$ cat src/common/wr_mux_config.svh
/*
 * Write path configuration
 * Channel count, stream width, length width and command queue depth
 */
`ifndef WR_MUX_CONFIG_SVH
`define WR_MUX_CONFIG_SVH

// Number of user channels
`define WR_N_CHAN 4

// Stream data width in bits
`define WR_DATA_BITS 64

// Byte length field width
`define WR_LEN_BITS 16

// Routing command queue entries
`define WR_FIFO_DEPTH 4

`endif
$ cat src/common/wr_mux_pkg.sv
/*
 * Write path types
 * Widths of data, byte enables, lengths, beat counts and channel numbers,
 * plus the mux state encoding
 */
`include "wr_mux_config.svh"

package wr_mux_pkg;

  // Derived widths
  localparam int BEAT_LOG_BITS = $clog2(`WR_DATA_BITS / 8);
  localparam int BLEN_BITS = `WR_LEN_BITS - BEAT_LOG_BITS;
  // Single channel still needs one bit of tid
  localparam int CHAN_BITS = (`WR_N_CHAN > 1) ? $clog2(`WR_N_CHAN) : 1;

  // One beat and its byte enables
  typedef logic [`WR_DATA_BITS-1:0] data_t;
  typedef logic [`WR_DATA_BITS/8-1:0] keep_t;

  // Request length in bytes, beat count minus one
  typedef logic [`WR_LEN_BITS-1:0] len_t;
  typedef logic [BLEN_BITS-1:0] blen_t;

  // Channel number, doubles as tid
  typedef logic [CHAN_BITS-1:0] chan_t;

  // Mux FSM
  typedef enum logic [0:0] {
    ST_IDLE,
    ST_MUX
  } mux_state_t;

endpackage

$ cat src/design/cmd_fifo.sv
/*
 * Routing command queue
 * Register-array FIFO between the arbiter and the stream mux,
 * lets several bursts wait while one is streaming
 */
`timescale 1ns/1ps
`include "wr_mux_config.svh"

module cmd_fifo (
  input  logic              aclk,
  input  logic              aresetn,
  input  logic              push,
  input  wr_mux_pkg::chan_t push_chan,
  input  wr_mux_pkg::blen_t push_blen,
  output logic              full,
  output logic              pop_valid,
  input  logic              pop_ready,
  output wr_mux_pkg::chan_t pop_chan,
  output wr_mux_pkg::blen_t pop_blen
);

  import wr_mux_pkg::*;

  localparam int PTR_BITS = (`WR_FIFO_DEPTH > 1) ? $clog2(`WR_FIFO_DEPTH) : 1;
  localparam int CNT_BITS = $clog2(`WR_FIFO_DEPTH + 1);

  // Storage, no reset on payload
  chan_t mem_chan [`WR_FIFO_DEPTH];
  blen_t mem_blen [`WR_FIFO_DEPTH];

  logic [PTR_BITS-1:0] wr_ptr;
  logic [PTR_BITS-1:0] rd_ptr;
  logic [CNT_BITS-1:0] count;

  logic wr_en;
  logic rd_en;

  assign full      = (count == CNT_BITS'(`WR_FIFO_DEPTH));
  assign pop_valid = (count != '0);
  assign wr_en     = push && !full;
  assign rd_en     = pop_valid && pop_ready;

  // Head entry straight from the array
  assign pop_chan = mem_chan[rd_ptr];
  assign pop_blen = mem_blen[rd_ptr];

  always_ff @(posedge aclk) begin
    if (wr_en) begin
      mem_chan[wr_ptr] <= push_chan;
      mem_blen[wr_ptr] <= push_blen;
    end
  end

  // Pointers and occupancy
  always_ff @(posedge aclk) begin
    if (!aresetn) begin
      wr_ptr <= '0;
      rd_ptr <= '0;
      count  <= '0;
    end else begin
      if (wr_en) begin
        wr_ptr <= (wr_ptr == PTR_BITS'(`WR_FIFO_DEPTH - 1)) ? '0 : wr_ptr + 1'b1;
      end
      if (rd_en) begin
        rd_ptr <= (rd_ptr == PTR_BITS'(`WR_FIFO_DEPTH - 1)) ? '0 : rd_ptr + 1'b1;
      end
      // Simultaneous push and pop leaves the count alone
      if (wr_en && !rd_en) begin
        count <= count + 1'b1;
      end else if (rd_en && !wr_en) begin
        count <= count - 1'b1;
      end
    end
  end

endmodule

$ cat config.mk
export PLATFORM = sky130hd
export DESIGN_NAME = cmd_fifo
export DESIGN_NICKNAME = d
export VERILOG_FILES = /design/src/common/wr_mux_pkg.sv /design/src/design/cmd_fifo.sv
export VERILOG_INCLUDE_DIRS = /design/src /design/src/common
export SDC_FILE = /design/constraint.sdc
export NUM_CORES = 1
export LEC_CHECK = 0
export BUFFER_PORTS_ARGS = -buffer_cell sky130_fd_sc_hd__buf_2
export CORE_MARGIN = 4
export CORE_UTILIZATION = 43
export DETAILED_ROUTE_END_ITERATION = 8
export PLACE_DENSITY = 0.67
export SLEW_MARGIN = 5
export SYNTH_ARGS = -nofsm -noshare
export SYNTH_HDL_FRONTEND = slang
export SYNTH_SLANG_ARGS = --single-unit
export TNS_END_PERCENT = 50
$ cat constraint.sdc
create_clock -name aclk -period 3.3 [get_ports aclk]
set_clock_uncertainty 0.2 [all_clocks]
set_input_delay 0.165 -clock aclk [delete_from_list [all_inputs] [get_ports aclk]]
set_output_delay 0.165 -clock aclk [all_outputs]
set_load 0.005 [all_outputs]
# Word level (Yosys, flattened, before mapping)
# Memory sizes are Yosys's and may differ from the RTL's. A register that Yosys moved wholly into a read port is not among the register bits.
# Index checks and enable logic that the tools add are counted.
# word_totals
ff_bits	7
mem_bits_rw	60
mem_count	2
output_inout_bits	17
input_bits	19
# classes
add_sub_neg	4
eq_ne	3
reduce_logical	9
n_mux	10
# memory_table
memory	words	width	rd	rd_ports_with_merged_regs	wr	line	source
mem_blen	4	13	1	1	1	cmd_fifo.sv:29	blen_t mem_blen [`WR_FIFO_DEPTH];
mem_chan	4	2	1	1	1	cmd_fifo.sv:28	chan_t mem_chan [`WR_FIFO_DEPTH];
# ops
cell	count
two-way mux 2 bit	6
two-way mux 3 bit	2
adder 2 x 1 -> 2 bit (second input constant)	2
== test 2 bit (second input constant)	2
logical AND 1 bit	4
adder 3 x 1 -> 3 bit (second input constant)	1
== test 3 bit (second input constant)	1
zero test 1 bit	3
nonzero test 3 bit	1
subtractor 3 x 1 -> 3 bit (second input constant)	1
two-way mux 1 bit	2
nonzero test 2 bit	1

# Longest topological paths before layout
# Gate-level depths: netlist of run 1.
# logic_depth
ltp_word	7
depth_mapped	9
mapped_depth_nobuf	8

# Least setup slack after synthesis of run 1
# No wires, ideal clock.
# synth_path
kind	register to register
from	register count[0]
to	register count[2]
t_arrival_ns	2.014
path_stages_with_launch	8
path_slack_ns	1.011
cell_sequence	dfxtp_1 > o31ai_1 > ha_1 > inv_1 > fa_1 > xor2_1 > or3_1 > a21boi_0
# synth_via
elab_chain_cells	6
word_cells_on_any_way	14
# synth_rtl
element	line	source
start, declared	cmd_fifo.sv:33	logic [CNT_BITS-1:0] count;
start signal, assigned	cmd_fifo.sv:69	count <= count + 1'b1;
start signal, assigned	cmd_fifo.sv:71	count <= count - 1'b1;
parallel branches: the longest is 6 deep, another holds subtractor 3 x 1 -> 3 bit	n/a	
# Several ways; the timed one is not identified. The select of a mux whose other input is x is not followed.
# A chain may end at the register's enable or synchronous reset.

# Final worst setup path of run 1
# Ends and elaborated chain as after synthesis.

==> results of run 1 <==
## timing repair
action / CTS / global route
endpoints found under the hold margin: 67 / 0
hold buffers: 16 / 0
resized for setup: 0 / 0
buffers inserted: 0 / 0
setup endpoints to repair: 0 / 0
## power by group through the flow
stage | registers, mW | logic [mW] | clock network (mW)
after detailed placement | 1.17 | 0.495 | 0
after floorplan | 1.12 | 0.367 | 0
after CTS | 1.15 | 0.511 | 0.558
after global routing | 1.16 | 0.550 | 0.597
final | 1.14 | 0.496 | 0.540
after global placement | 1.16 | 0.474 | 0
## cell type report
cell class,instances,area [µm²],area share [%]
clock buffers,10,128,3.96
clock inverters,6,30.0,0.931
inverters,3,11.3,0.349
multi-input cells,52,639,19.8
flip-flops and latches,69,1980,61.4
well taps,75,93.8,2.91
repair buffers,52,343,10.6
## per-stage QoR
stage / area, µm² / power, mW / instances
after global routing: 3230 / 2.31 / 267
after global placement: 2910 / 1.63 / 235
after CTS: 3230 / 2.22 / 267
final: 3230 / 2.18 / 267
after floorplan: 2680 / 1.49 / 129
after detailed placement: 2910 / 1.66 / 235
## flip-flops by register name, summed over array words and instances (netlist names), named ones only
name,cells
mem_chan,8
wr_ptr,2
count,3
mem_blen,52
rd_ptr,2
## routing by layer
metal | vias up | global-route usage [%] | wire [µm]
met5 | - | 0 | 0
met4 | 0 | 3.82 | 42
met3 | 5 | 5.49 | 299
met2 | 44 | 19.7 | 2150
met1 | 668 | 14.7 | 1730
li1 | 631 | - | -
## worst max path at each step
stage,end,slack [ns]
after global routing,count[2]$_SDFFE_PN0P_,0.54
after global placement,count[2]$_SDFFE_PN0P_,0.92
after floorplan,count[2]$_SDFFE_PN0P_,1.01
final,count[2]$_SDFFE_PN0P_,0.73
after CTS,count[2]$_SDFFE_PN0P_,0.70
after detailed placement,count[2]$_SDFFE_PN0P_,0.73
## logic make-up (layout without fill, tap and decap cells)
kind of cell,after synthesis,after routing
buf+inv,8,71
simple gates,20,20
compound gates,5,5
mux,18,18
fa+ha+maj,7,7
flops,69,69
xor+xnor,2,2
## cells in the mapped netlist, drive strengths merged, types with 3 or more instances
cell | count | area (µm²)
and2 | 5 | 31.3
edfxtp | 60 | 1800
inv | 3 | 11.3
mux2i | 3 | 30.0
mux4 | 15 | 357
nand2 | 6 | 22.5
buf | 4 | 41.3
dfxtp | 9 | 180
o21ai | 3 | 15.0
ha | 6 | 75.1
## worst register-to-register path, cell delays in order, from the launching register on
cell      delay (ns)
dfxtp_1         0.45
nor3b_2         0.08
nor2b_1         0.39
ha_1            0.28
inv_1           0.07
fa_1            0.39
xor2_1          0.17
or3_1           0.31
a21boi_0        0.16
==> metrics.md, run 1 <==
| Metric | Value |
|---|---|
| Outcome | finished, final reports clean |
| Layout cells sized above 1 | 31.8% |
| VDD IR-drop max | 0.380 mV |
| Worst R2R End | count[2]$_SDFFE_PN0P_ |
| Sw Share | 26.2% |
| Leakage | 1.15 nW |
| Syn_area_per_cell | 20.8 µm² |
| Vias in the first global route | 1382 |
| Highest-count cells in the layout ignoring fill and taps | 60 x edfxtp_1, 35 x buf_2, 16 x dlygate4sd3_1 |
| Sequential fraction of the synthesis area | 74.0% |
| I/O Pins | 36 |
| Rel. slew slack | 46.4% |
| DRC Markers | 0 |
| Initial Util | 44.7% |
| Hold depth | 3 |
| Clock-pin slew on the worst setup and hold paths | 0.06 ns |
| # H-tree levels | 3 |
| Final min period | 2.57 ns |
| Nets@finish | 213 |
| Clock share of power | 24.8% |
| Min-delay src | pop_ready |
| Worst Path Buf+Inv | 1 |
| Most used DFF post-synth | edfxtp_1 |
| Unrepaired setup endpoints after global routing | false |
| Hold EP | rd_ptr[0]$_SDFFE_PN0P_ |
| Synth Net Count | 155 |
| DR vias | 1348 |
| Final slew viol count | 0 |
| Ant. Diodes | 0 |
| RePlAce Congestion | 0.750 |
| Simple-Gate Fraction of Synth Area | 4.11% |
| Layout fillers | 479 |
| Synth Area in XOR/XNOR | 0.654% |
| Distinct cells, synth | 25 |
| Adder-cell share of the synthesized area | 3.55% |
| Cells after Synth | 129 |
| Clock latency on the worst-skew pair | 0.33 ns |
| Aggregate negative setup slack | 0 ns |
| Number of synthesized flops with an enable pin | 60 |
| Switch Pwr | 570 µW |
| Largest net degree at the start of global routing | 16 |
| Compound-Gate Fraction of Synth Area | 1.12% |
| Critical path depth | 8 |
| Critical R2R Launch | count[0]$_SDFFE_PN0P_ |
| CTS tree | built |
| Int Pwr | 1.61 mW |
| Post-synthesis async set-or-reset flop share | 0% |
| Drt via density | 5.05 |
| Largest buffer count on any clock path | 2 |
| Top Family by Delay on Critical Path | simple AND/OR/NAND/NOR gates |
| HP Class | in2reg |
| Mapped cell area | 2680 µm² |
| Final hold vios | 0 |
| R2r setup slk | 0.73 ns |
| CP max stage cell | dfxtp_1 |
| Crit path required time | 3.36 ns |
| Arrival time worst endpoint | 2.63 ns |
| Antenna violations before repair | 0 |
| DP Worst Slack | 0.726 ns |
| Worst setup SP type | register |
| Synth-to-Final Area Change | 20.5% |
| PwrDens | 676 nW/µm² |
| Cell Chain, Critical Path | nor3b_2 -> nor2b_1 -> ha_1 -> inv_1 -> fa_1 -> xor2_1 -> or3_1 -> a21boi_0 |
| Slew @ Worst Pin | 0.804 ns |
| Core footprint | 5990 µm² |
| Clock sinks | 69 |
| Sequential power share | 52.5% |
| Total track usage | 12.2% |
| First-pass GRT wire length | 6.73 mm |
| Worst-case reg-to-reg path depth | 8 |
| Total clock buffers created by CTS | 9 |
| IO Port Bufs | 35 |
| Period utilisation layout | 78.0% |
| Peak Freq | 0.389 GHz |
| Max-cap violations | 0 |
| GRT overflow | 0 |
| Setup violations, final | 0 |
| CTS root buffer | clkbuf_8 |
| CP startpoint | count[0]$_SDFFE_PN0P_ |
| WL per Instance | 15.8 µm |
| Total iterations of the first detailed-routing run | 4 |
| Worst setup margin | 0.727 ns |
| Comb pwr share | 22.8% |
| WL final | 4.22 mm |
| Die width | 86.9 µm |
| Die area | 7550 µm² |
| Final ANT Viol Nets | 0 |
| Mux cell area share after synthesis | 14.4% |
| CP Max Fanout | 7 |
| Worst Setup End Kind | register |
| Die Y | 86.9 µm |
| Main combinational cell family by area after synthesis | multiplexers |
| Initial drt markers | 61 |
| WHS | 0.0734 ns |
| WS Path Type | reg2reg |
| Commonest non-fill, non-tap cell in the layout | edfxtp_1 |
| Yosys warning count | 0 |
| HPWL Detailed | 2.77 mm |
| Post-layout util | 53.9% |
| Yosys reg bits | 69 |
| Critical path's largest stage delay | 0.45 ns |
| Cell Rows | 28 |
(Power assumes the default switching activity.)
==> run 2, diff against run 1 <==
--- a/config.mk
+++ b/config.mk
@@ -6,11 +6,12 @@
 export SDC_FILE = /design/constraint.sdc
 export NUM_CORES = 1
 export LEC_CHECK = 0
+export ABC_AREA = 1
 export BUFFER_PORTS_ARGS = -buffer_cell sky130_fd_sc_hd__buf_2
 export CORE_MARGIN = 4
 export CORE_UTILIZATION = 43
 export DETAILED_ROUTE_END_ITERATION = 8
-export PLACE_DENSITY = 0.67
+export PLACE_DENSITY = 0.7
 export SLEW_MARGIN = 5
 export SYNTH_ARGS = -nofsm -noshare
 export SYNTH_HDL_FRONTEND = slang
==> constraint.sdc (replaced) <==
create_clock -name aclk -period 2.3 [get_ports aclk]
set_clock_uncertainty 0.2 [all_clocks]
set_input_delay 0.115 -clock aclk [delete_from_list [all_inputs] [get_ports aclk]]
set_output_delay 0.115 -clock aclk [all_outputs]
set_load 0.005 [all_outputs]
==> run 2 against run 1 <==
Effect of this change: area after synthesis increased by 6.5%; die area increased by 5.9%; sequential power increased by 44%; non-clock buffer count increased by 8; maximum frequency increased by 27%; critical path type unchanged; highest routed layer unchanged.
==> metrics.md, run 2 <==
| Metric | Value |
|---|---|
| Highest-count cells in the layout ignoring fill and taps | 60 x edfxtp_1, 46 x nor2_1, 35 x buf_2 |
| RePlAce Congestion | 0.782 |
| Cell Chain, Critical Path | nor2_2 -> nand2_2 -> nand2_2 -> inv_1 -> ha_1 -> inv_1 -> fa_1 -> o21ai_0 -> nor2_1 |
| Yosys warning count | 0 |
| CP max stage cell | fa_1 |
| Total iterations of the first detailed-routing run | 4 |
| Synth-to-Final Area Change | 21.1% |
| Number of flip-flops in the largest register | 52 |
| Most used DFF post-synth | edfxtp_1 |
| WL final | 5.27 mm |
| Critical R2R Launch | count[1]$_SDFFE_PN0P_ |
| Cells after Synth | 216 |
| Top cells by area, synth | edfxtp_1 63%, dfxtp_1 6.3%, nor2_1 6.1% |
| Final min period | 2.02 ns |
| Rel. slew slack | 57.2% |
| Critical path's largest stage delay | 0.41 ns |
| CP Max Fanout | 7 |
| Clock-pin slew on the worst setup and hold paths | 0.07 ns |
| Number of synthesized flops with an enable pin | 60 |
| Most numerous cell in the Yosys netlist | edfxtp_1 |
| Clock latency on the worst-skew pair | 0.34 ns |
| Die width | 89.5 µm |
| Commonest non-fill, non-tap cell in the layout | edfxtp_1 |
| Initial Util | 44.7% |
| Syn_area_per_cell | 13.2 µm² |
| Global Route met2 Usage | 24.0% |
| Unrepaired setup endpoints after global routing | false |
| Initial drt markers | 99 |
| Worst Setup End Kind | register |
| GRT overflow | 0 |
| HPWL Detailed | 3.20 mm |
| Outcome | finished, final reports clean |
| Arrival time worst endpoint | 2.06 ns |
| # H-tree levels | 3 |
| DR vias | 1749 |
| Peak Freq | 0.495 GHz |
| Leakage | 1.32 nW |
| Aggregate negative setup slack | 0 ns |
| Cell Rows | 29 |
| Final hold vios | 0 |
| Setup violations, final | 0 |
| Total track usage | 14.4% |
| Cell taking the most area after synthesis | edfxtp_1 |
| Antenna violations before repair | 0 |
| DRC Markers | 0 |
| Synth cell count leaders | 60 x edfxtp_1, 46 x nor2_1, 18 x o21ai_1, 16 x inv_1, 12 x o21ai_2 |
| HP Class | in2reg |
| Most used routing layer in global routing | met2 |
| Period utilisation layout | 87.9% |
| WS Path Type | reg2reg |
| Yosys reg bits | 69 |
| Die Y | 89.5 µm |
| CP startpoint | count[1]$_SDFFE_PN0P_ |
| PwrDens | 1050 nW/µm² |
| Power consumption | 3.61 mW |
| Distinct cells, synth | 22 |
| Max-cap violations | 0 |
| Core footprint | 6390 µm² |
| Final ANT Viol Nets | 0 |
| Largest net degree at the start of global routing | 31 |
| Ant. Diodes | 0 |
| Crit path required time | 2.34 ns |
| Die area | 8000 µm² |
| VDD IR-drop max | 0.617 mV |
| Top Family by Delay on Critical Path | adder cells |
| CTS tree | built |
| Worst setup SP type | register |
| First-pass GRT wire length | 8.20 mm |
| Yosys top cell area share | 63.2% |
| Sequential fraction of the synthesis area | 69.5% |
| IO Port Bufs | 35 |
| Drt via density | 4.84 |
| Final slew viol count | 0 |
| Largest Register | mem_blen |
| Synth Net Count | 242 |
| Worst Path Buf+Inv | 2 |
| Biggest registers after layout | mem_blen x52, mem_chan x8, count x3 |
| WL per Instance | 14.6 µm |
| Met1 usage | 16.6% |
| Clock sinks | 69 |
| Largest buffer count on any clock path | 2 |
| Slew @ Worst Pin | 0.641 ns |
| M3 GR Usage | 5.81% |
| Min-delay src | push_blen[0] |
| I/O Pins | 36 |
| Hold_buf cts | 19 |
| Layout cells sized above 1 | 29.9% |
| Total clock buffers created by CTS | 9 |
| Post-synthesis async set-or-reset flop share | 0% |
| Post-cts sizing count | 0 |
| CTS root buffer | clkbuf_8 |
| Nets@finish | 305 |
| Vias in the first global route | 1706 |
| Mapped cell area | 2850 µm² |
| Post-CTS setup buffer count | 0 |
[run 2: routing by layer]
layer	up-vias	wire [µm]
met4	0	89
met2	35	2680
li1	889	-
met5	-	0
met1	817	2220
met3	8	284
[run 2: cell type report]
| cell class | count | area, µm² |
|---|---|---|
| fillers | 526 | 2930 |
| flip-flops and latches | 69 | 1980 |
| multi-input cells | 121 | 731 |
| repair buffers | 60 | 410 |
| clock buffers | 10 | 128 |
| well taps | 77 | 96.3 |
| inverters | 18 | 67.6 |
| clock inverters | 6 | 40.0 |
[run 2: logic make-up after synthesis]
group           Yosys count  synth area share (%)
fa+ha+maj                 7                  3.33
compound gates           49                  13.0
simple gates             65                  9.25
flops                    69                  69.5
buf+inv                  26                  4.91
[run 2: path summary, 6_finish.rpt]
kind | end | slack, ns | cells past startpoint
worst max register to register | count[1]$_SDFFE_PN0P_ | 0.28 | 9
worst min register to register | count[0]$_SDFFE_PN0P_ | 0.33 | 2
worst max-delay path | count[1]$_SDFFE_PN0P_ | 0.28 | 9
worst min-delay path | mem_blen[3][0]$_DFFE_PP_ | 0.32 | 2
[run 2: power breakdown]
part	switching (mW)	internal [mW]
sequential	0.0966	1.54
combinational	0.667	0.471
clock	0.451	0.386
[run 2: worst reg2reg max path: cells and delay by family (launching register included)]
kind / cells / cell delay, ns
AO/OA/AOI/OAI: 1 / 0.17
adder cells (fa/ha/maj): 2 / 0.62
buffers and inverters: 2 / 0.16
flip-flops: 1 / 0.35
AND/OR/NAND/NOR: 4 / 0.42
[run 2: per-stage QoR]
stage	cell area (µm²)	setup slack [ns]	util [%]	cells	hold slack, ns
final	3450	0.279	54.1	361	0.316
after global routing	3450	0.0821	54.1	361	0.317
after CTS	3450	0.275	54.1	361	0.315
after detailed placement	3100	0.290	48.5	326	0.134
after global placement	3100	0.343	48.5	326	0.131
after floorplan	2850	0.416	-	216	0.0139
==> run 3, diff against run 2 <==
--- a/config.mk
+++ b/config.mk
@@ -10,6 +10,7 @@
 export BUFFER_PORTS_ARGS = -buffer_cell sky130_fd_sc_hd__buf_2
 export CORE_MARGIN = 4
 export CORE_UTILIZATION = 43
+export CTS_BUF_LIST = sky130_fd_sc_hd__clkbuf_8
 export DETAILED_ROUTE_END_ITERATION = 8
 export PLACE_DENSITY = 0.7
 export SLEW_MARGIN = 5
==> run 3 against run 2 <==
Effect of this change: routed wire length about the same; critical path type unchanged; power down 0.10%; cell count unchanged; maximum frequency unchanged; via count up 0.17%; largest power group unchanged; largest cell class unchanged.
==> metrics.md, run 3 (synthesis results as in run 2) <==
| Metric | Value |
|---|---|
| Initial Util | 44.7% |
| Worst-case reg-to-reg path depth | 9 |
| I/O Pins | 36 |
| Setup violations, final | 0 |
| Switch Pwr | 1.21 mW |
| Comb pwr share | 31.5% |
| Total clock buffers created by CTS | 9 |
| Placed Instance Area | 3100 µm² |
| Die area | 8000 µm² |
| Cell Chain, Critical Path | nor2_2 -> nand2_2 -> nand2_2 -> inv_1 -> ha_1 -> inv_1 -> fa_1 -> o21ai_0 -> nor2_1 |
| Final min period | 2.02 ns |
| Final hold vios | 0 |
| Clock latency on the worst-skew pair | 0.34 ns |
| Worst Path Buf+Inv | 2 |
| PwrDens | 1040 nW/µm² |
| VDD IR-drop max | 0.617 mV |
| CTS tree | built |
| Sequential power share | 45.4% |
| Total iterations of the first detailed-routing run | 4 |
| Outcome | finished, final reports clean |
| Rel. slew slack | 57.1% |
| Period utilisation layout | 87.9% |
| Worst setup SP type | register |
| Multi-input gate area | 731 µm² |
| Hold depth | 2 |
| Int Pwr | 2.39 mW |
| Post-cts sizing count | 0 |
| Clock sinks | 69 |
| Peak Freq | 0.495 GHz |
| Largest buffer count on any clock path | 2 |
| Clock-pin slew on the worst setup and hold paths | 0.07 ns |
| CP max stage cell | fa_1 |
| Initial drt markers | 99 |
| Total track usage | 14.4% |
| Hold_buf cts | 19 |
| Die width | 89.5 µm |
| Antenna violations before repair | 0 |
| Final ANT Viol Nets | 0 |
| Layout fillers | 526 |
| Number of flip-flops in the largest register | 52 |
| DR vias | 1752 |
| WS Path Type | reg2reg |
| DRC Markers | 0 |
| Biggest registers after layout | mem_blen x52, mem_chan x8, count x3 |
| HPWL Detailed | 3.20 mm |
| Layout cells sized above 1 | 29.9% |
| # H-tree levels | 3 |
| Slew @ Worst Pin | 0.642 ns |
| Crit path required time | 2.34 ns |
| Vias in the first global route | 1706 |
| Arrival time worst endpoint | 2.06 ns |
| HP Class | in2reg |
| Highest-count cells in the layout ignoring fill and taps | 60 x edfxtp_1, 46 x nor2_1, 35 x buf_2 |
| Final slew viol count | 0 |
| Critical R2R Launch | count[1]$_SDFFE_PN0P_ |
| Design area | 3450 µm² |
| Worst Setup End Kind | register |
| WL met3 | 280 µm |
| Die Y | 89.5 µm |
| Sw Share | 33.7% |
| GRT overflow | 0 |
| Cell Rows | 29 |
| Register area | 1980 µm² |
| Top Family by Delay on Critical Path | adder cells |
| R2r setup slk | 0.28 ns |
| Largest net degree at the start of global routing | 31 |
| Clock share of power | 23.1% |
| Critical path's largest stage delay | 0.41 ns |
| Min-delay src | push_blen[0] |
| Max-cap violations | 0 |
| CP Max Fanout | 7 |
| Core footprint | 6390 µm² |
| Nets@finish | 305 |
| Post-CTS setup buffer count | 0 |
| Synth-to-Final Area Change | 21.1% |
| Ant. Diodes | 0 |
| First-pass GRT wire length | 8.20 mm |
| Commonest non-fill, non-tap cell in the layout | edfxtp_1 |
| RePlAce Congestion | 0.782 |
| Worst R2R End | count[1]$_SDFFE_PN0P_ |
| IO Port Bufs | 35 |
| Drt via density | 4.85 |
| Unrepaired setup endpoints after global routing | false |
| Leakage | 1.32 nW |
| Largest Register | mem_blen |
| DR WL met2 | 2.68 mm |
| Hold EP | mem_blen[3][0]$_DFFE_PP_ |
| WL per Instance | 14.6 µm |
| Aggregate negative setup slack | 0 ns |
| WL final | 5.28 mm |
| Met1 wire length | 2.22 mm |
| Top Layer Used | met4 |
| CTS root buffer | clkbuf_8 |
run 3: cell types whose count changed in the layout (fill, tap and decap cells not counted), sizes merged:
cell,before,now
clkbuf,10,9
inv,18,19
run 3: routing by layer:
metal,vias up,global-route usage [%]
li1,889,-
met1,822,16.6
met2,33,24.0
met3,8,5.81
met4,0,6.09
met5,-,0
run 3: per-stage QoR:
| step | setup slack (ns) | power [mW] | hold WS, ns | instances | utilization, % |
|---|---|---|---|---|---|
| after floorplan | 0.416 | 2.45 | 0.0139 | 216 | - |
| after global placement | 0.343 | 2.75 | 0.131 | 326 | 48.5 |
| after detailed placement | 0.290 | 2.78 | 0.134 | 326 | 48.5 |
| after CTS | 0.275 | 3.65 | 0.315 | 361 | 54.1 |
| after global routing | 0.0821 | 3.85 | 0.317 | 361 | 54.1 |
| final | 0.279 | 3.61 | 0.316 | 361 | 54.1 |
run 3: worst max path at each step:
stage	endpoint	start	cells past startpoint	slack, ns
2_1_floorplan	count[1]$_SDFFE_PN0P_	count[1]$_SDFFE_PN0P_	9	0.42
3_3_place_gp	count[1]$_SDFFE_PN0P_	count[1]$_SDFFE_PN0P_	9	0.34
3_5_place_dp	count[1]$_SDFFE_PN0P_	count[1]$_SDFFE_PN0P_	9	0.29
4_1_cts	count[1]$_SDFFE_PN0P_	count[1]$_SDFFE_PN0P_	9	0.28
5_1_grt	count[1]$_SDFFE_PN0P_	count[1]$_SDFFE_PN0P_	9	0.08
6_report	count[1]$_SDFFE_PN0P_	count[1]$_SDFFE_PN0P_	9	0.28
run 3: final cells by class:
| class | count | area share [%] |
|---|---|---|
| Inverter | 18 | 1.96 |
| Clock inverter | 7 | 1.27 |
| Tap cell | 77 | 2.79 |
| Multi-Input combinational cell | 121 | 21.2 |
| Clock buffer | 9 | 3.59 |
| Timing Repair Buffer | 60 | 11.9 |
| Sequential cell | 69 | 57.4 |
run 3: power groups by stage:
| stage | combinational [mW] | clock (mW) | sequential, mW |
|---|---|---|---|
| after floorplan | 0.812 | 0 | 1.64 |
| after global placement | 1.09 | 0 | 1.66 |
| after detailed placement | 1.12 | 0 | 1.66 |
| after CTS | 1.15 | 0.853 | 1.64 |
| after global routing | 1.27 | 0.924 | 1.65 |
| final | 1.14 | 0.833 | 1.64 |
run 3: worst register-to-register path: cells and delay by family (launching register included):
family,cells,cell delay (ns)
adders and majority gates,2,0.62
DFF,1,0.35
and+or+nand+nor,4,0.42
AOI/OAI and AO/OA,1,0.17
buffers and inverters,2,0.16
