$ cat src/common/wr_mux_config.svh
/*
 * Write path configuration
 * Channel count, stream width, length width and command queue depth
 */
`ifndef WR_MUX_CONFIG_SVH
`define WR_MUX_CONFIG_SVH

// Number of user channels
`define WR_N_CHAN 4

// Stream data width in bits
`define WR_DATA_BITS 64

// Byte length field width
`define WR_LEN_BITS 16

// Routing command queue entries
`define WR_FIFO_DEPTH 4

`endif
$ cat src/common/wr_mux_pkg.sv
/*
 * Write path types
 * Widths of data, byte enables, lengths, beat counts and channel numbers,
 * plus the mux state encoding
 */
`include "wr_mux_config.svh"

package wr_mux_pkg;

  // Derived widths
  localparam int BEAT_LOG_BITS = $clog2(`WR_DATA_BITS / 8);
  localparam int BLEN_BITS = `WR_LEN_BITS - BEAT_LOG_BITS;
  // Single channel still needs one bit of tid
  localparam int CHAN_BITS = (`WR_N_CHAN > 1) ? $clog2(`WR_N_CHAN) : 1;

  // One beat and its byte enables
  typedef logic [`WR_DATA_BITS-1:0] data_t;
  typedef logic [`WR_DATA_BITS/8-1:0] keep_t;

  // Request length in bytes, beat count minus one
  typedef logic [`WR_LEN_BITS-1:0] len_t;
  typedef logic [BLEN_BITS-1:0] blen_t;

  // Channel number, doubles as tid
  typedef logic [CHAN_BITS-1:0] chan_t;

  // Mux FSM
  typedef enum logic [0:0] {
    ST_IDLE,
    ST_MUX
  } mux_state_t;

endpackage

$ cat src/wr_mux/stream_mux_wr.sv
/*
 * Write stream multiplexer
 * Takes routing commands and passes exactly one burst at a time
 * from the selected channel to the memory stream
 */
`timescale 1ns/1ps
`include "wr_mux_config.svh"

module stream_mux_wr (
  input  logic                                  aclk,
  input  logic                                  aresetn,
  input  logic                                  cmd_valid,
  output logic                                  cmd_ready,
  input  wr_mux_pkg::chan_t                     cmd_chan,
  input  wr_mux_pkg::blen_t                     cmd_blen,
  input  logic [`WR_N_CHAN-1:0]                 s_tvalid,
  output logic [`WR_N_CHAN-1:0]                 s_tready,
  input  wr_mux_pkg::data_t [`WR_N_CHAN-1:0]    s_tdata,
  input  wr_mux_pkg::keep_t [`WR_N_CHAN-1:0]    s_tkeep,
  input  logic [`WR_N_CHAN-1:0]                 s_tlast,
  output logic                                  m_tvalid,
  input  logic                                  m_tready,
  output wr_mux_pkg::data_t                     m_tdata,
  output wr_mux_pkg::keep_t                     m_tkeep,
  output wr_mux_pkg::chan_t                     m_tid,
  output logic                                  m_tlast
);

  import wr_mux_pkg::*;

  // FSM and burst registers
  mux_state_t state;
  mux_state_t state_nxt;
  chan_t      sel_chan;
  blen_t      beat_cnt;

  logic beat_xfer;
  logic tr_done;
  logic cmd_take;

  // -------------------------------------------------------------------------
  // Datapath
  // -------------------------------------------------------------------------
  always_comb begin
    // Ready only to the channel owning the burst
    for (int i = 0; i < `WR_N_CHAN; i++) begin
      s_tready[i] = (state == ST_MUX) && (sel_chan == chan_t'(i)) && m_tready;
    end

    if (state == ST_MUX) begin
      m_tvalid = s_tvalid[sel_chan];
      m_tdata  = s_tdata[sel_chan];
      m_tkeep  = s_tkeep[sel_chan];
      m_tlast  = s_tlast[sel_chan];
      m_tid    = sel_chan;
    end else begin
      // Quiet bus between bursts
      m_tvalid = 1'b0;
      m_tdata  = '0;
      m_tkeep  = '0;
      m_tlast  = 1'b0;
      m_tid    = '0;
    end
  end

  assign beat_xfer = m_tvalid && m_tready;

  // Final beat of the running burst
  assign tr_done   = (state == ST_MUX) && (beat_cnt == '0) && beat_xfer;

  // Next command taken when idle or on the closing beat
  assign cmd_ready = (state == ST_IDLE) || tr_done;
  assign cmd_take  = cmd_valid && cmd_ready;

  // -------------------------------------------------------------------------
  // FSM
  // -------------------------------------------------------------------------
  always_comb begin
    state_nxt = state;
    case (state)
      ST_IDLE: begin
        if (cmd_valid) begin
          state_nxt = ST_MUX;
        end
      end
      ST_MUX: begin
        // Back to back if a command waits
        if (tr_done && !cmd_valid) begin
          state_nxt = ST_IDLE;
        end
      end
      default: state_nxt = ST_IDLE;
    endcase
  end

  always_ff @(posedge aclk) begin
    if (!aresetn) begin
      state    <= ST_IDLE;
      sel_chan <= '0;
      beat_cnt <= '0;
    end else begin
      state <= state_nxt;
      if (cmd_take) begin
        sel_chan <= cmd_chan;
        beat_cnt <= cmd_blen;
      end else if ((state == ST_MUX) && beat_xfer) begin
        // Stalled beats leave the count frozen
        beat_cnt <= beat_cnt - 1'b1;
      end
    end
  end

endmodule

$ cat config.mk
export PLATFORM = sky130hd
export DESIGN_NAME = stream_mux_wr
export DESIGN_NICKNAME = d
export VERILOG_FILES = /design/src/common/wr_mux_pkg.sv /design/src/wr_mux/stream_mux_wr.sv
export VERILOG_INCLUDE_DIRS = /design/src /design/src/common
export SDC_FILE = /design/constraint.sdc
export NUM_CORES = 1
export LEC_CHECK = 0
export BUFFER_PORTS_ARGS = -buffer_cell sky130_fd_sc_hd__buf_2
export CAP_MARGIN = 20
export CORE_AREA = 4 4 151 153
export CTS_BUF_LIST = sky130_fd_sc_hd__clkbuf_8
export CTS_CLUSTER_DIAMETER = 120
export DETAILED_ROUTE_END_ITERATION = 16
export DIE_AREA = 0 0 155 157
export PLACE_DENSITY_LB_ADDON = 0.12
export SLEW_MARGIN = 0
export SYNTH_ARGS = -nofsm -noshare
export SYNTH_HDL_FRONTEND = slang
export SYNTH_SLANG_ARGS = --single-unit
$ cat constraint.sdc
create_clock -name aclk -period 3.65 [get_ports aclk]
set_input_delay 0 -clock aclk [delete_from_list [all_inputs] [get_ports aclk]]
set_output_delay 0 -clock aclk [all_outputs]
set_load 0.02 [all_outputs]
# Yosys cells after proc, flatten, opt, wreduce, memory -nomap -nowiden
# Cells that the tools add are included.
dict set report classes {
  muxes 18
  n_addsub 1
  bitwise 1
  reduce_logical 19
  n_eq_ne 3
  n_lt_le_gt_ge 1
}
# op n
set op_table {}
lappend op_table {{binary-select mux 64 bit (select 2 bit)} 1}
lappend op_table {{two-way mux 64 bit} 2}
lappend op_table {{two-way mux 13 bit} 2}
lappend op_table {{binary-select mux 8 bit (select 2 bit)} 1}
lappend op_table {{two-way mux 8 bit} 2}
lappend op_table {{logical AND 1 bit} 14}
lappend op_table {{zero test 13 bit} 1}
lappend op_table {{subtractor 13 x 1 -> 13 bit, second input constant} 1}
lappend op_table {{two-way mux 1 bit} 6}
lappend op_table {{binary-select mux 1 bit (select 2 bit)} 2}
lappend op_table {{equality test 2 bit, second input constant} 2}
lappend op_table {{< comparator 2 x 3 -> 1 bit, second input constant} 1}
lappend op_table {{equality test 2 x 1 -> 1 bit, second input constant} 1}
lappend op_table {{zero test 2 bit} 1}
lappend op_table {{two-way mux 2 bit} 1}
lappend op_table {{case mux 1 bit (2 select lines)} 1}
lappend op_table {{nonzero test 2 bit} 1}
lappend op_table {{zero test 1 bit} 1}
lappend op_table {{logical OR 1 bit} 1}
lappend op_table {{NOT 1 bit} 1}
dict set report word_totals {
  output_inout_bits 81
  elab_cells 46
  inputBits 315
  register_bits 16
}

# Logic depth before layout (Yosys ltp)
# Gate-level depths: netlist of the first run.
dict set report depth {
  depth_word 8
  mapped_depth 9
  ltp_nobuf 7
}

# Worst setup path after synthesis of the first run
# Ideal clock, no wire load.
dict set report synth_path {
  kind {register to register}
  from {register sel_chan[0]}
  to {register beat_cnt[1]}
  setup_slack_ns 1.781
  required_time_ns 3.574
  arrival_ns 1.793
  path_stages_with_launch 7
  setup_ns 0.076
  period_less_slack_ns 1.869
  path_cell_list {dfxtp_1 > buf_2 > mux4_2 > inv_2 > o31ai_1 > nand3_1 > a21boi_0}
}
dict set report synth_via {
  elab_chain_len 8
  elab_cells_between_ends 10
  classes_between {mux: 4; reduce/logical: 6}
}
# item line
set synth_rtl {}
lappend synth_rtl {{from (decl)} stream_mux_wr.sv:34} ;# chan_t sel_chan;
lappend synth_rtl {{from (signal assigned)} stream_mux_wr.sv:104} ;# sel_chan <= cmd_chan;
lappend synth_rtl {{binary-select mux 1 bit (select 2 bit) (*)} stream_mux_wr.sv:51} ;# m_tvalid = s_tvalid[sel_chan];
lappend synth_rtl {{two-way mux 1 bit (not written as such) (*)} stream_mux_wr.sv:51}
lappend synth_rtl {{two-way mux 1 bit (*)} stream_mux_wr.sv:50} ;# if (state == ST_MUX) begin
lappend synth_rtl {{logical AND 1 bit (*)} stream_mux_wr.sv:66} ;# assign beat_xfer = m_tvalid && m_tready;
lappend synth_rtl {{logical AND 1 bit (*)} stream_mux_wr.sv:69} ;# assign tr_done = (state == ST_MUX) && (beat_cnt == '0) && beat_xfer;
lappend synth_rtl {{logical OR 1 bit (*)} stream_mux_wr.sv:72} ;# assign cmd_ready = (state == ST_IDLE) || tr_done;
lappend synth_rtl {{net cmd_ready} stream_mux_wr.sv:13} ;# output logic cmd_ready,
lappend synth_rtl {{logical AND 1 bit (*)} stream_mux_wr.sv:73} ;# assign cmd_take = cmd_valid && cmd_ready;
lappend synth_rtl {{two-way mux 13 bit / nonzero test 2 bit (equally long branches)} -}
lappend synth_rtl {{to (signal assigned)} stream_mux_wr.sv:105} ;# beat_cnt <= cmd_blen;
lappend synth_rtl {{to (signal assigned)} stream_mux_wr.sv:108} ;# beat_cnt <= beat_cnt - 1'b1;
lappend synth_rtl {{to (decl)} stream_mux_wr.sv:35} ;# blen_t beat_cnt;
# Mark *: on every way through the listed nets, which the timed path passes. The rest lies on a longest branch. The select of a mux whose other input is x is not followed.
# A chain may end at the register's enable or synchronous reset.

# Worst setup path in the final report of the first run
dict set report layout_path {
  from {register sel_chan[1]}
  to {output port m_tdata[50]}
}
dict set report layout_via {
  elab_chain_len 3
}
# item line
set layout_rtl {}
lappend layout_rtl {{binary-select mux 64 bit (select 2 bit)} stream_mux_wr.sv:52} ;# m_tdata = s_tdata[sel_chan];
lappend layout_rtl {{two-way mux 64 bit (not written as such)} stream_mux_wr.sv:52}
lappend layout_rtl {{two-way mux 64 bit} stream_mux_wr.sv:50}
lappend layout_rtl {{to (decl)} stream_mux_wr.sv:23} ;# output wr_mux_pkg::data_t m_tdata,
# Every way passes these cells. The select of a mux whose other input is x is not followed.

==> results of run 1 <==
## synthesized netlist by cell type, types with 2 or more instances
| master | number |
|---|---|
| nor2_1 | 7 |
| ha_1 | 2 |
| or4_1 | 2 |
| mux4_2 | 74 |
| dfxtp_1 | 16 |
| clkbuf_1 | 16 |
| nor2b_1 | 2 |
| nand2_1 | 6 |
| xnor2_1 | 10 |
| buf_1 | 2 |
| mux2i_1 | 2 |
| nor4_1 | 4 |
| and2_1 | 78 |
| buf_2 | 8 |
| inv_1 | 3 |
| o21ai_0 | 7 |
| a21boi_0 | 2 |
| xor2_1 | 2 |
| buf_6 | 2 |
| nand3_1 | 3 |
| nor3_1 | 3 |
| o211a_1 | 2 |
| o21ai_1 | 3 |
| a21oi_1 | 10 |
## power by group
group	internal [mW]	leakage, nW	total [mW]	switching, mW
Combinational	0.358	2.46	0.656	0.298
Sequential	0.190	0.134	0.215	0.0245
Clock	0.0746	0.0269	0.139	0.0645
Total	0.623	2.63	1.01	0.387
## what timing repair did
item	CTS	global route
hold buffers	1	0
endpoints found under the hold margin	1	0
resized for setup	0	0
setup endpoints to repair	0	0
## registers in the layout (all words and copies together), names as in the netlist
register	cells
beat_cnt	13
sel_chan	2
state	1
## layout make-up
type,instances,area (sq um)
fillers,2422,16100
multi-input cells,228,2650
repair buffers,401,2020
well taps,280,350
flip-flops and latches,16,329
clock buffers,3,41.3
inverters,4,15.0
clock inverters,1,3.75
diodes,1,2.50
## kinds of logic after synthesis
kind of cell / Yosys count / share of synthesized area (%)
compound gates: 27 / 5.11
xor+xnor: 12 / 3.35
fa+ha+maj: 2 / 0.798
buf+inv: 34 / 5.38
flops: 16 / 10.2
mux: 76 / 53.8
simple gates: 111 / 21.4
## final timing paths
| path | startpoint | endpoint | slack (ns) |
|---|---|---|---|
| max | sel_chan[1] | m_tdata[50] | 1.27 |
| min | cmd_blen[0] | beat_cnt[0] | 0.005 |
| max reg2reg | sel_chan[1] | beat_cnt[9] | 1.50 |
| min reg2reg | beat_cnt[9] | beat_cnt[9] | 0.58 |
## routing by layer
| metal | vias to the layer above | GRT usage, % |
|---|---|---|
| met2 | 198 | 25.7 |
| met5 | - | 0 |
| met3 | 20 | 2.28 |
| met1 | 2011 | 17.5 |
| met4 | 0 | 1.22 |
| li1 | 1838 | - |
## worst register-to-register path: cells and delay by family (launching register included)
kind            cells  cell delay [ns]
flops               1             0.65
mux                 1             0.38
compound gates      3             0.71
buf+inv             2             0.30
==> flow_summary.json, run 1 <==
{
  "critPathMaxStageDelay_ns": 0.65,
  "cts_max_level": 1,
  "root_buffer": "clkbuf_8",
  "io_pins": 396,
  "criticalPathCategory": "flop to primary output",
  "grt_overflow": 0,
  "grt_pass1_vias": 4241,
  "yosys.area.top_type": "mux4_2",
  "worstPathArrival_ns": 2.38,
  "final_cell_mix": "buf_2 (395), and2_1 (78), mux4_2 (74)",
  "viasPerCell": 4.35,
  "period_share_pct": 65.2,
  "crit_fanout": 46,
  "avgSynthCellArea_sq_um": 11.3,
  "die_x_um": 155,
  "netlist_area_sq_um": 3140,
  "drcViolationCount": 0,
  "layout-drive-gt1-share_pct": 74.0,
  "drt-met1-wl_um": 7500,
  "place_ws_ns": 1.49,
  "dr_wl_met3_um": 1310,
  "finalSetupViolCount": 0,
  "outcome": "finished clean",
  "synthCells": 278,
  "die_y_um": 157,
  "routed-via-count": 4067,
  "die_area_sq_um": 24300,
  "synth_edf_count": 0,
  "yosysSeqAreaShare_pct": 10.2,
  "ant_nets": 0,
  "clk_latency_ns": 0.25,
  "clock_sinks": 16,
  "cp.required_ns": 3.65,
  "p_leak_nw": 2.63,
  "critPathBufInv": 2,
  "critPathSlowestCell": "dfxtp_4",
  "min_path_type": "input port to flop",
  "cts_tree": "built",
  "dp_cells": 928,
  "synth_warnings": 0,
  "crit_path_end_kind": "primary output",
  "slew_headroom_pct": 49.7,
  "final_common_cell": "buf_2",
  "synth_top_area_share_pct": 53.1,
  "clk_pin_slew_worst_paths_ns": 0.07,
  "rows": 54,
  "holdWs_ns": 0.00541,
  "ctsLongestPathBuffers": 2,
  "core_sq_um": 21600,
  "ys.flop_type": "dfxtp_1",
  "numCtsBuffers": 3,
  "path_cells": "buf_4 -> mux4_2 -> and2_1 -> buf_2",
  "hold_viol": 0,
  "timing.fmax_mhz": 420,
  "worst_pin_slew_ns": 0.755,
  "fin_cells": 934,
  "drt-total-wl_um": 18900,
  "peakVddDrop_mv": 0.137,
  "crit_family": "buffers and inverters",
  "grt_max_degree": 80,
  "grt_pass1_wl_um": 26000,
  "post-dp-hpwl_um": 16500,
  "final.setup.tns_ns": 0,
  "grt_use_total_pct": 13.8,
  "fin_area_sq_um": 5410,
  "holdPathStages": 2,
  "synth.area.top_cells": "mux4_2 (53%), and2_1 (16%), dfxtp_1 (10%)",
  "powerDensity_nw_per_um2": 187,
  "rsz0062_at_grt": "false",
  "timing.final.ws_setup_ns": 1.27,
  "slew_violations": 0,
  "area_delta_synth_final_pct": 72.6,
  "start_util_pct": 14.6,
  "cp.depth": 4,
  "async_flop_share_pct": 0,
  "skew_ns": 0.00535,
  "layout_min_cycle_time_ns": 2.38,
  "io_buffers": 395,
  "nets": 971,
  "firstDrtPassIters": 4,
  "syn-num-nets": 595,
  "reg2reg_depth": 6,
  "ys_types": 36,
  "routed-wl-met2_um": 9860,
  "antenna_found_initial": 5,
  "placed_area_sq_um": 5360,
  "cp-start-kind": "flop",
  "power_mw": 1.01,
  "drt_iter0_drc": 204,
  "cts_setup_buffers": 0,
  "maxCapViolations": 0,
  "routedWlPerCell_um": 20.2,
  "gp_congestion": 0.897,
  "dr.max_layer_used": "met4",
  "synth_seq_cells": 16,
  "fin_util_pct": 25.1
}
(Power assumes the default switching activity.)
==> run 2: changes to the inputs <==
- clock period: 3.65 -> 2.3 ns (I/O delays scaled with it)
==> run 2 against run 1 <==
Highest routed layer is now met5. Clock skew hardly changed. Clock-buffer cell count stayed put. Largest cell class unchanged. Non-clock buffer count is 1 higher. Global-route usage hardly changed. Register-to-register slack worse by 1.2 ns. Worst hold slack better by 0.022 ns. Sequential cell count stayed put. Combinational power is 62% higher. Sequential power is 52% higher. Utilization is 0.20 points higher. Total power is 59% higher.
==> flow_summary.json, run 2 (synthesis results as in run 1) <==
{
  "timing.final.ws_setup_ns": 0.138,
  "holdWs_ns": 0.0271,
  "switchingPower_mw": 0.607,
  "final_common_cell": "buf_2",
  "routed-via-count": 4057,
  "drt-total-wl_um": 18700,
  "cp-start-kind": "flop",
  "p_leak_nw": 2.63,
  "antenna_found_initial": 8,
  "worst_pin_slew_ns": 0.728,
  "clk_pin_slew_worst_paths_ns": 0.07,
  "root_buffer": "clkbuf_8",
  "p_sw_share_pct": 37.9,
  "io_buffers": 395,
  "reg2reg_from": "beat_cnt[0]",
  "dr.max_layer_used": "met5",
  "rsz0062_at_grt": "false",
  "critPathBufInv": 2,
  "intPower_mw": 0.996,
  "drt_iter0_drc": 235,
  "crit_path_end_kind": "primary output",
  "min_path_type": "input port to flop",
  "io_pins": 396,
  "placed_area_sq_um": 5380,
  "pwr-share-seq_pct": 20.4,
  "final.setup.tns_ns": 0,
  "nets": 972,
  "combPwrFrac_pct": 66.1,
  "worstHoldStart": "cmd_blen[7]",
  "core_sq_um": 21600,
  "place_ws_ns": 0.276,
  "die_area_sq_um": 24300,
  "grt_pass1_vias": 4277,
  "fin_area_sq_um": 5460,
  "outcome": "finished clean",
  "grt_max_degree": 80,
  "clockPowerShare_pct": 13.5,
  "layout_min_cycle_time_ns": 2.16,
  "final_cell_mix": "buf_2 (395), and2_1 (78), mux4_2 (74)",
  "crit_fanout": 79,
  "firstDrtPassIters": 4,
  "post-dp-hpwl_um": 16200,
  "routedWlPerCell_um": 20.0,
  "fin_cells": 938,
  "routed-wl-met2_um": 9680,
  "area_delta_synth_final_pct": 74.0,
  "gp_congestion": 0.863,
  "timing.fmax_mhz": 462,
  "critPathSlowestCell": "mux4_2",
  "worstPathArrival_ns": 2.16,
  "critPathMaxStageDelay_ns": 0.62,
  "start_util_pct": 14.6,
  "grt_overflow": 0,
  "crit_family": "multiplexers",
  "layout-drive-gt1-share_pct": 73.9,
  "holdPathStages": 3,
  "dp_cells": 928,
  "clk_latency_ns": 0.25,
  "numCtsBuffers": 3,
  "drt-met1-wl_um": 7410,
  "cts_tree": "built",
  "whs_endpoint": "beat_cnt[7]",
  "criticalPathCategory": "flop to primary output",
  "slew_violations": 0,
  "largest_reg_flops": 13,
  "rows": 54,
  "powerDensity_nw_per_um2": 294,
  "ant_nets": 0,
  "top_regs": "beat_cnt: 13 flops, sel_chan: 2 flops, state: 1 flops",
  "maxCapViolations": 0,
  "clock_sinks": 16,
  "cts_setup_buffers": 0,
  "drcViolationCount": 0,
  "r2r_slack_ns": 0.26,
  "regMostFlops": "beat_cnt",
  "grt_pass1_wl_um": 26200,
  "skew_ns": 0.00572,
  "cp.required_ns": 2.30,
  "crit_start": "sel_chan[0]",
  "slew_headroom_pct": 51.5,
  "finalSetupViolCount": 0,
  "path_cells": "buf_12 -> mux4_2 -> and2_1 -> buf_2",
  "viasPerCell": 4.33,
  "ctsLongestPathBuffers": 2,
  "die_x_um": 155,
  "peakVddDrop_mv": 0.267,
  "period_share_pct": 94.0,
  "cts_max_level": 1,
  "reg2reg_depth": 8,
  "reg2reg_to": "beat_cnt[3]",
  "dr_wl_met3_um": 1370,
  "hold_viol": 0,
  "grt_use_total_pct": 13.9,
  "die_y_um": 157
}
## run 2: cell types whose count changed in the layout (fill, tap and decap cells not counted)
cell,change
clkinv_1,+1
inv_1,-1
dlygate4sd3_1,+1
diode_2,+3
buf_12,+2
buf_4,-2
## run 2: worst reg2reg max path, cell delays in order, from the launching register on
cell and delay (ns):
dfxtp_1 0.32, inv_1 0.10, ha_1 0.16, nand3b_1 0.09, or4_1 0.40, o32a_1 0.40, buf_4 0.23, o21ai_0 0.16
a21oi_1 0.05
## run 2: area by class of cell
| type | instances | area (sq um) |
|---|---|---|
| repair buffers | 402 | 2060 |
| clock buffers | 3 | 41.3 |
| flip-flops and latches | 16 | 329 |
| inverters | 4 | 15.0 |
| fillers | 2388 | 16100 |
| diodes | 4 | 10.0 |
| multi-input cells | 228 | 2650 |
| well taps | 280 | 350 |
| clock inverters | 1 | 3.75 |
## run 2: worst max path at each step
stage | slack [ns] | to | depth (start not counted)
global placement | 0.24 | beat_cnt[12] | 8
CTS | 0.1 | m_tdata[50] | 4
global route | 0.01 | m_tdata[50] | 4
detailed placement | 0.28 | beat_cnt[12] | 8
floorplan | 0.43 | beat_cnt[1] | 6
finish | 0.14 | m_tdata[9] | 4
## run 2: per-stage QoR
step / power [mW] / util [%]
floorplan: 0.949 / -
global placement: 1.40 / 25.0
detailed placement: 1.40 / 25.0
CTS: 1.63 / 25.3
global route: 1.73 / 25.3
finish: 1.60 / 25.3
## run 2: timing repair
| item | CTS | global route |
|---|---|---|
| endpoints found under the hold margin | 2 | 0 |
| hold buffers | 2 | 0 |
| gates resized for setup | 0 | 0 |
## run 2: metal layers
layer  vias to the layer above  GRT usage [%]
li1                       1843              -
met1                      1985           17.8
met4                         2           1.68
met5                         -              0
met2                       203           25.2
met3                        24           2.31
## run 2: power by group through the flow
stage	clock network (mW)	registers [mW]	logic (mW)
finish	0.217	0.327	1.06
global route	0.241	0.330	1.15
CTS	0.227	0.327	1.08
detailed placement	0	0.333	1.07
global placement	0	0.332	1.06
floorplan	0	0.327	0.622
==> run 3: changes to the inputs <==
- CTS_CLUSTER_SIZE: default -> 25
- GPL_TIMING_DRIVEN: default -> 0
==> run 3 against run 2 <==
Design area is 1.4% higher. Global-route usage is 1.1 points higher. Wire length is 7.7% higher. Register-to-register slack worse by 0.04 ns. Via count is 1.9% higher. Critical path depth stayed put. Clock-buffer cell count stayed put. Maximum frequency is 3.7% higher.
==> flow_summary.json, run 3 (synthesis results as in run 1) <==
{
  "grt_pass1_wl_um": 27800,
  "regMostFlops": "beat_cnt",
  "largest_reg_flops": 13,
  "clk_latency_ns": 0.25,
  "dp_cells": 953,
  "routedWlPerCell_um": 21.1,
  "grt_pass1_vias": 4341,
  "layout-drive-gt1-share_pct": 72.3,
  "layout_min_cycle_time_ns": 2.08,
  "place_ws_ns": -0.413,
  "slew_violations": 0,
  "skew_ns": 0.00208,
  "numCtsBuffers": 3,
  "critPathBufInv": 3,
  "cp-start-kind": "flop",
  "grt_overflow": 0,
  "root_buffer": "clkbuf_8",
  "core_sq_um": 21600,
  "reg2reg_from": "beat_cnt[0]",
  "clock_sinks": 16,
  "drt-total-wl_um": 20200,
  "path_cells": "clkbuf_1 -> clkbuf_1 -> and2_1 -> buf_2",
  "start_util_pct": 14.6,
  "outcome": "finished clean",
  "fin_area_sq_um": 5530,
  "maxCapViolations": 0,
  "rsz0062_at_grt": "false",
  "reg2reg_to": "beat_cnt[12]",
  "grt_use_total_pct": 14.9,
  "grt_use_met2_pct": 27.6,
  "antenna_found_initial": 0,
  "holdPathStages": 3,
  "top_regs": "beat_cnt: 13 flops, sel_chan: 2 flops, state: 1 flops",
  "whs_endpoint": "beat_cnt[5]",
  "cts_setup_buffers": 0,
  "insertedDiodeCount": 0,
  "firstDrtPassIters": 4,
  "grt_max_degree": 11,
  "worst_pin_slew_ns": 0.631,
  "cts_max_level": 1,
  "critPathMaxStageDelay_ns": 0.57,
  "critPathSlowestCell": "dfxtp_1",
  "die_x_um": 155,
  "timing.final.ws_setup_ns": 0.215,
  "rows": 54,
  "drcViolationCount": 0,
  "nets": 995,
  "area_delta_synth_final_pct": 76.3,
  "finalSetupViolCount": 0,
  "nFillCells": 2398,
  "met1_usage_pct": 19.2,
  "io_buffers": 395,
  "final_common_cell": "buf_2",
  "worstPathArrival_ns": 2.08,
  "hold_viol": 0,
  "min_path_type": "input port to flop",
  "period_share_pct": 90.6,
  "slew_headroom_pct": 57.9,
  "final_cell_mix": "buf_2 (401), and2_1 (78), mux4_2 (74)",
  "timing.fmax_mhz": 480,
  "use_met3_pct": 2.45,
  "powerDensity_nw_per_um2": 297,
  "ant_nets": 0,
  "cp.required_ns": 2.30,
  "drt_iter0_drc": 172,
  "routed-via-count": 4134,
  "p_leak_nw": 2.69,
  "crit_fanout": 10,
  "placed_area_sq_um": 5460,
  "peakVddDrop_mv": 0.185,
  "r2r_slack_ns": 0.22,
  "worstHoldStart": "cmd_blen[5]",
  "busiest_layer": "met2",
  "die_y_um": 157,
  "reg2reg_depth": 9,
  "crit_family": "buffers and inverters",
  "post-dp-hpwl_um": 18200,
  "fin_cells": 956,
  "cts_tree": "built",
  "crit_path_end_kind": "primary output",
  "path_common_cell": "clkbuf_1",
  "ctsLongestPathBuffers": 2,
  "io_pins": 396,
  "viasPerCell": 4.32,
  "clk_pin_slew_worst_paths_ns": 0.06,
  "gp_congestion": 0.968,
  "die_area_sq_um": 24300,
  "criticalPathCategory": "flop to primary output"
}
## run 3: changes by cell type in the layout (fill, tap and decap cells not counted), moves of 2 or more
cell / previous run / this run
buf_12: 2 / 0
diode_2: 4 / 0
clkbuf_1: 0 / 14
dfxtp_1: 13 / 15
buf_4: 3 / 0
buf_6: 0 / 3
clkbuf_2: 0 / 2
dfxtp_4: 2 / 0
buf_2: 395 / 401
## run 3: final cells by class
class,count,area [sq um],share of cell area [%]
well taps,280,350,6.33
flip-flops and latches,16,322,5.81
plain buffers,28,158,2.85
clock buffers,3,41.3,0.747
inverters,4,15.0,0.271
multi-input cells,228,2650,47.9
repair buffers,397,2000,36.1
## run 3: worst register-to-register path: stages, from the launching register on
cell      delay [ns]
dfxtp_1         0.32
inv_1           0.11
ha_1            0.16
nand3b_1        0.11
or4_1           0.41
o32a_1          0.31
buf_6           0.15
buf_6           0.14
o21ai_0         0.21
a21oi_1         0.06
## run 3: routing by layer
metal / up-vias / wire length (um)
met5: - / 0
met4: 0 / 82
met3: 8 / 1400
met2: 199 / 10800
met1: 2043 / 7930
li1: 1884 / -
## run 3: worst max-delay path by stage
stage	depth (start not counted)	slack [ns]	endpoint	start
CTS	6	0.01	m_tdata[56]	sel_chan[0]
global placement	6	-0.33	m_tkeep[5]	sel_chan[1]
floorplan	6	0.43	beat_cnt[1]	sel_chan[0]
finish	4	0.22	m_tdata[50]	state
global route	9	0.03	beat_cnt[12]	beat_cnt[0]
detailed placement	6	-0.41	m_tkeep[5]	sel_chan[1]
## run 3: per-stage QoR
step | utilization (%) | TNS [ns] | hold slack (ns) | power [mW]
floorplan | - | 0 | 0.128 | 0.949
global placement | 25.4 | -1.55 | 0.248 | 1.43
detailed placement | 25.4 | -2.43 | 0.251 | 1.44
CTS | 25.7 | 0 | 0.00947 | 1.67
global route | 25.7 | 0 | 0.0268 | 1.76
finish | 25.7 | 0 | 0.0142 | 1.64
## run 3: repair_timing
| action | CTS | global route |
|---|---|---|
| setup endpoints to repair | 84 | 14 |
| resized for setup | 6 | 2 |
| hold endpoints to repair | 2 | 0 |
| hold buffers | 2 | 0 |
## run 3: where the power goes
part | internal, mW | switching, mW | total (mW)
logic | 0.587 | 0.509 | 1.10
registers | 0.303 | 0.0297 | 0.332
clock network | 0.116 | 0.0975 | 0.214
total | 1.01 | 0.636 | 1.64
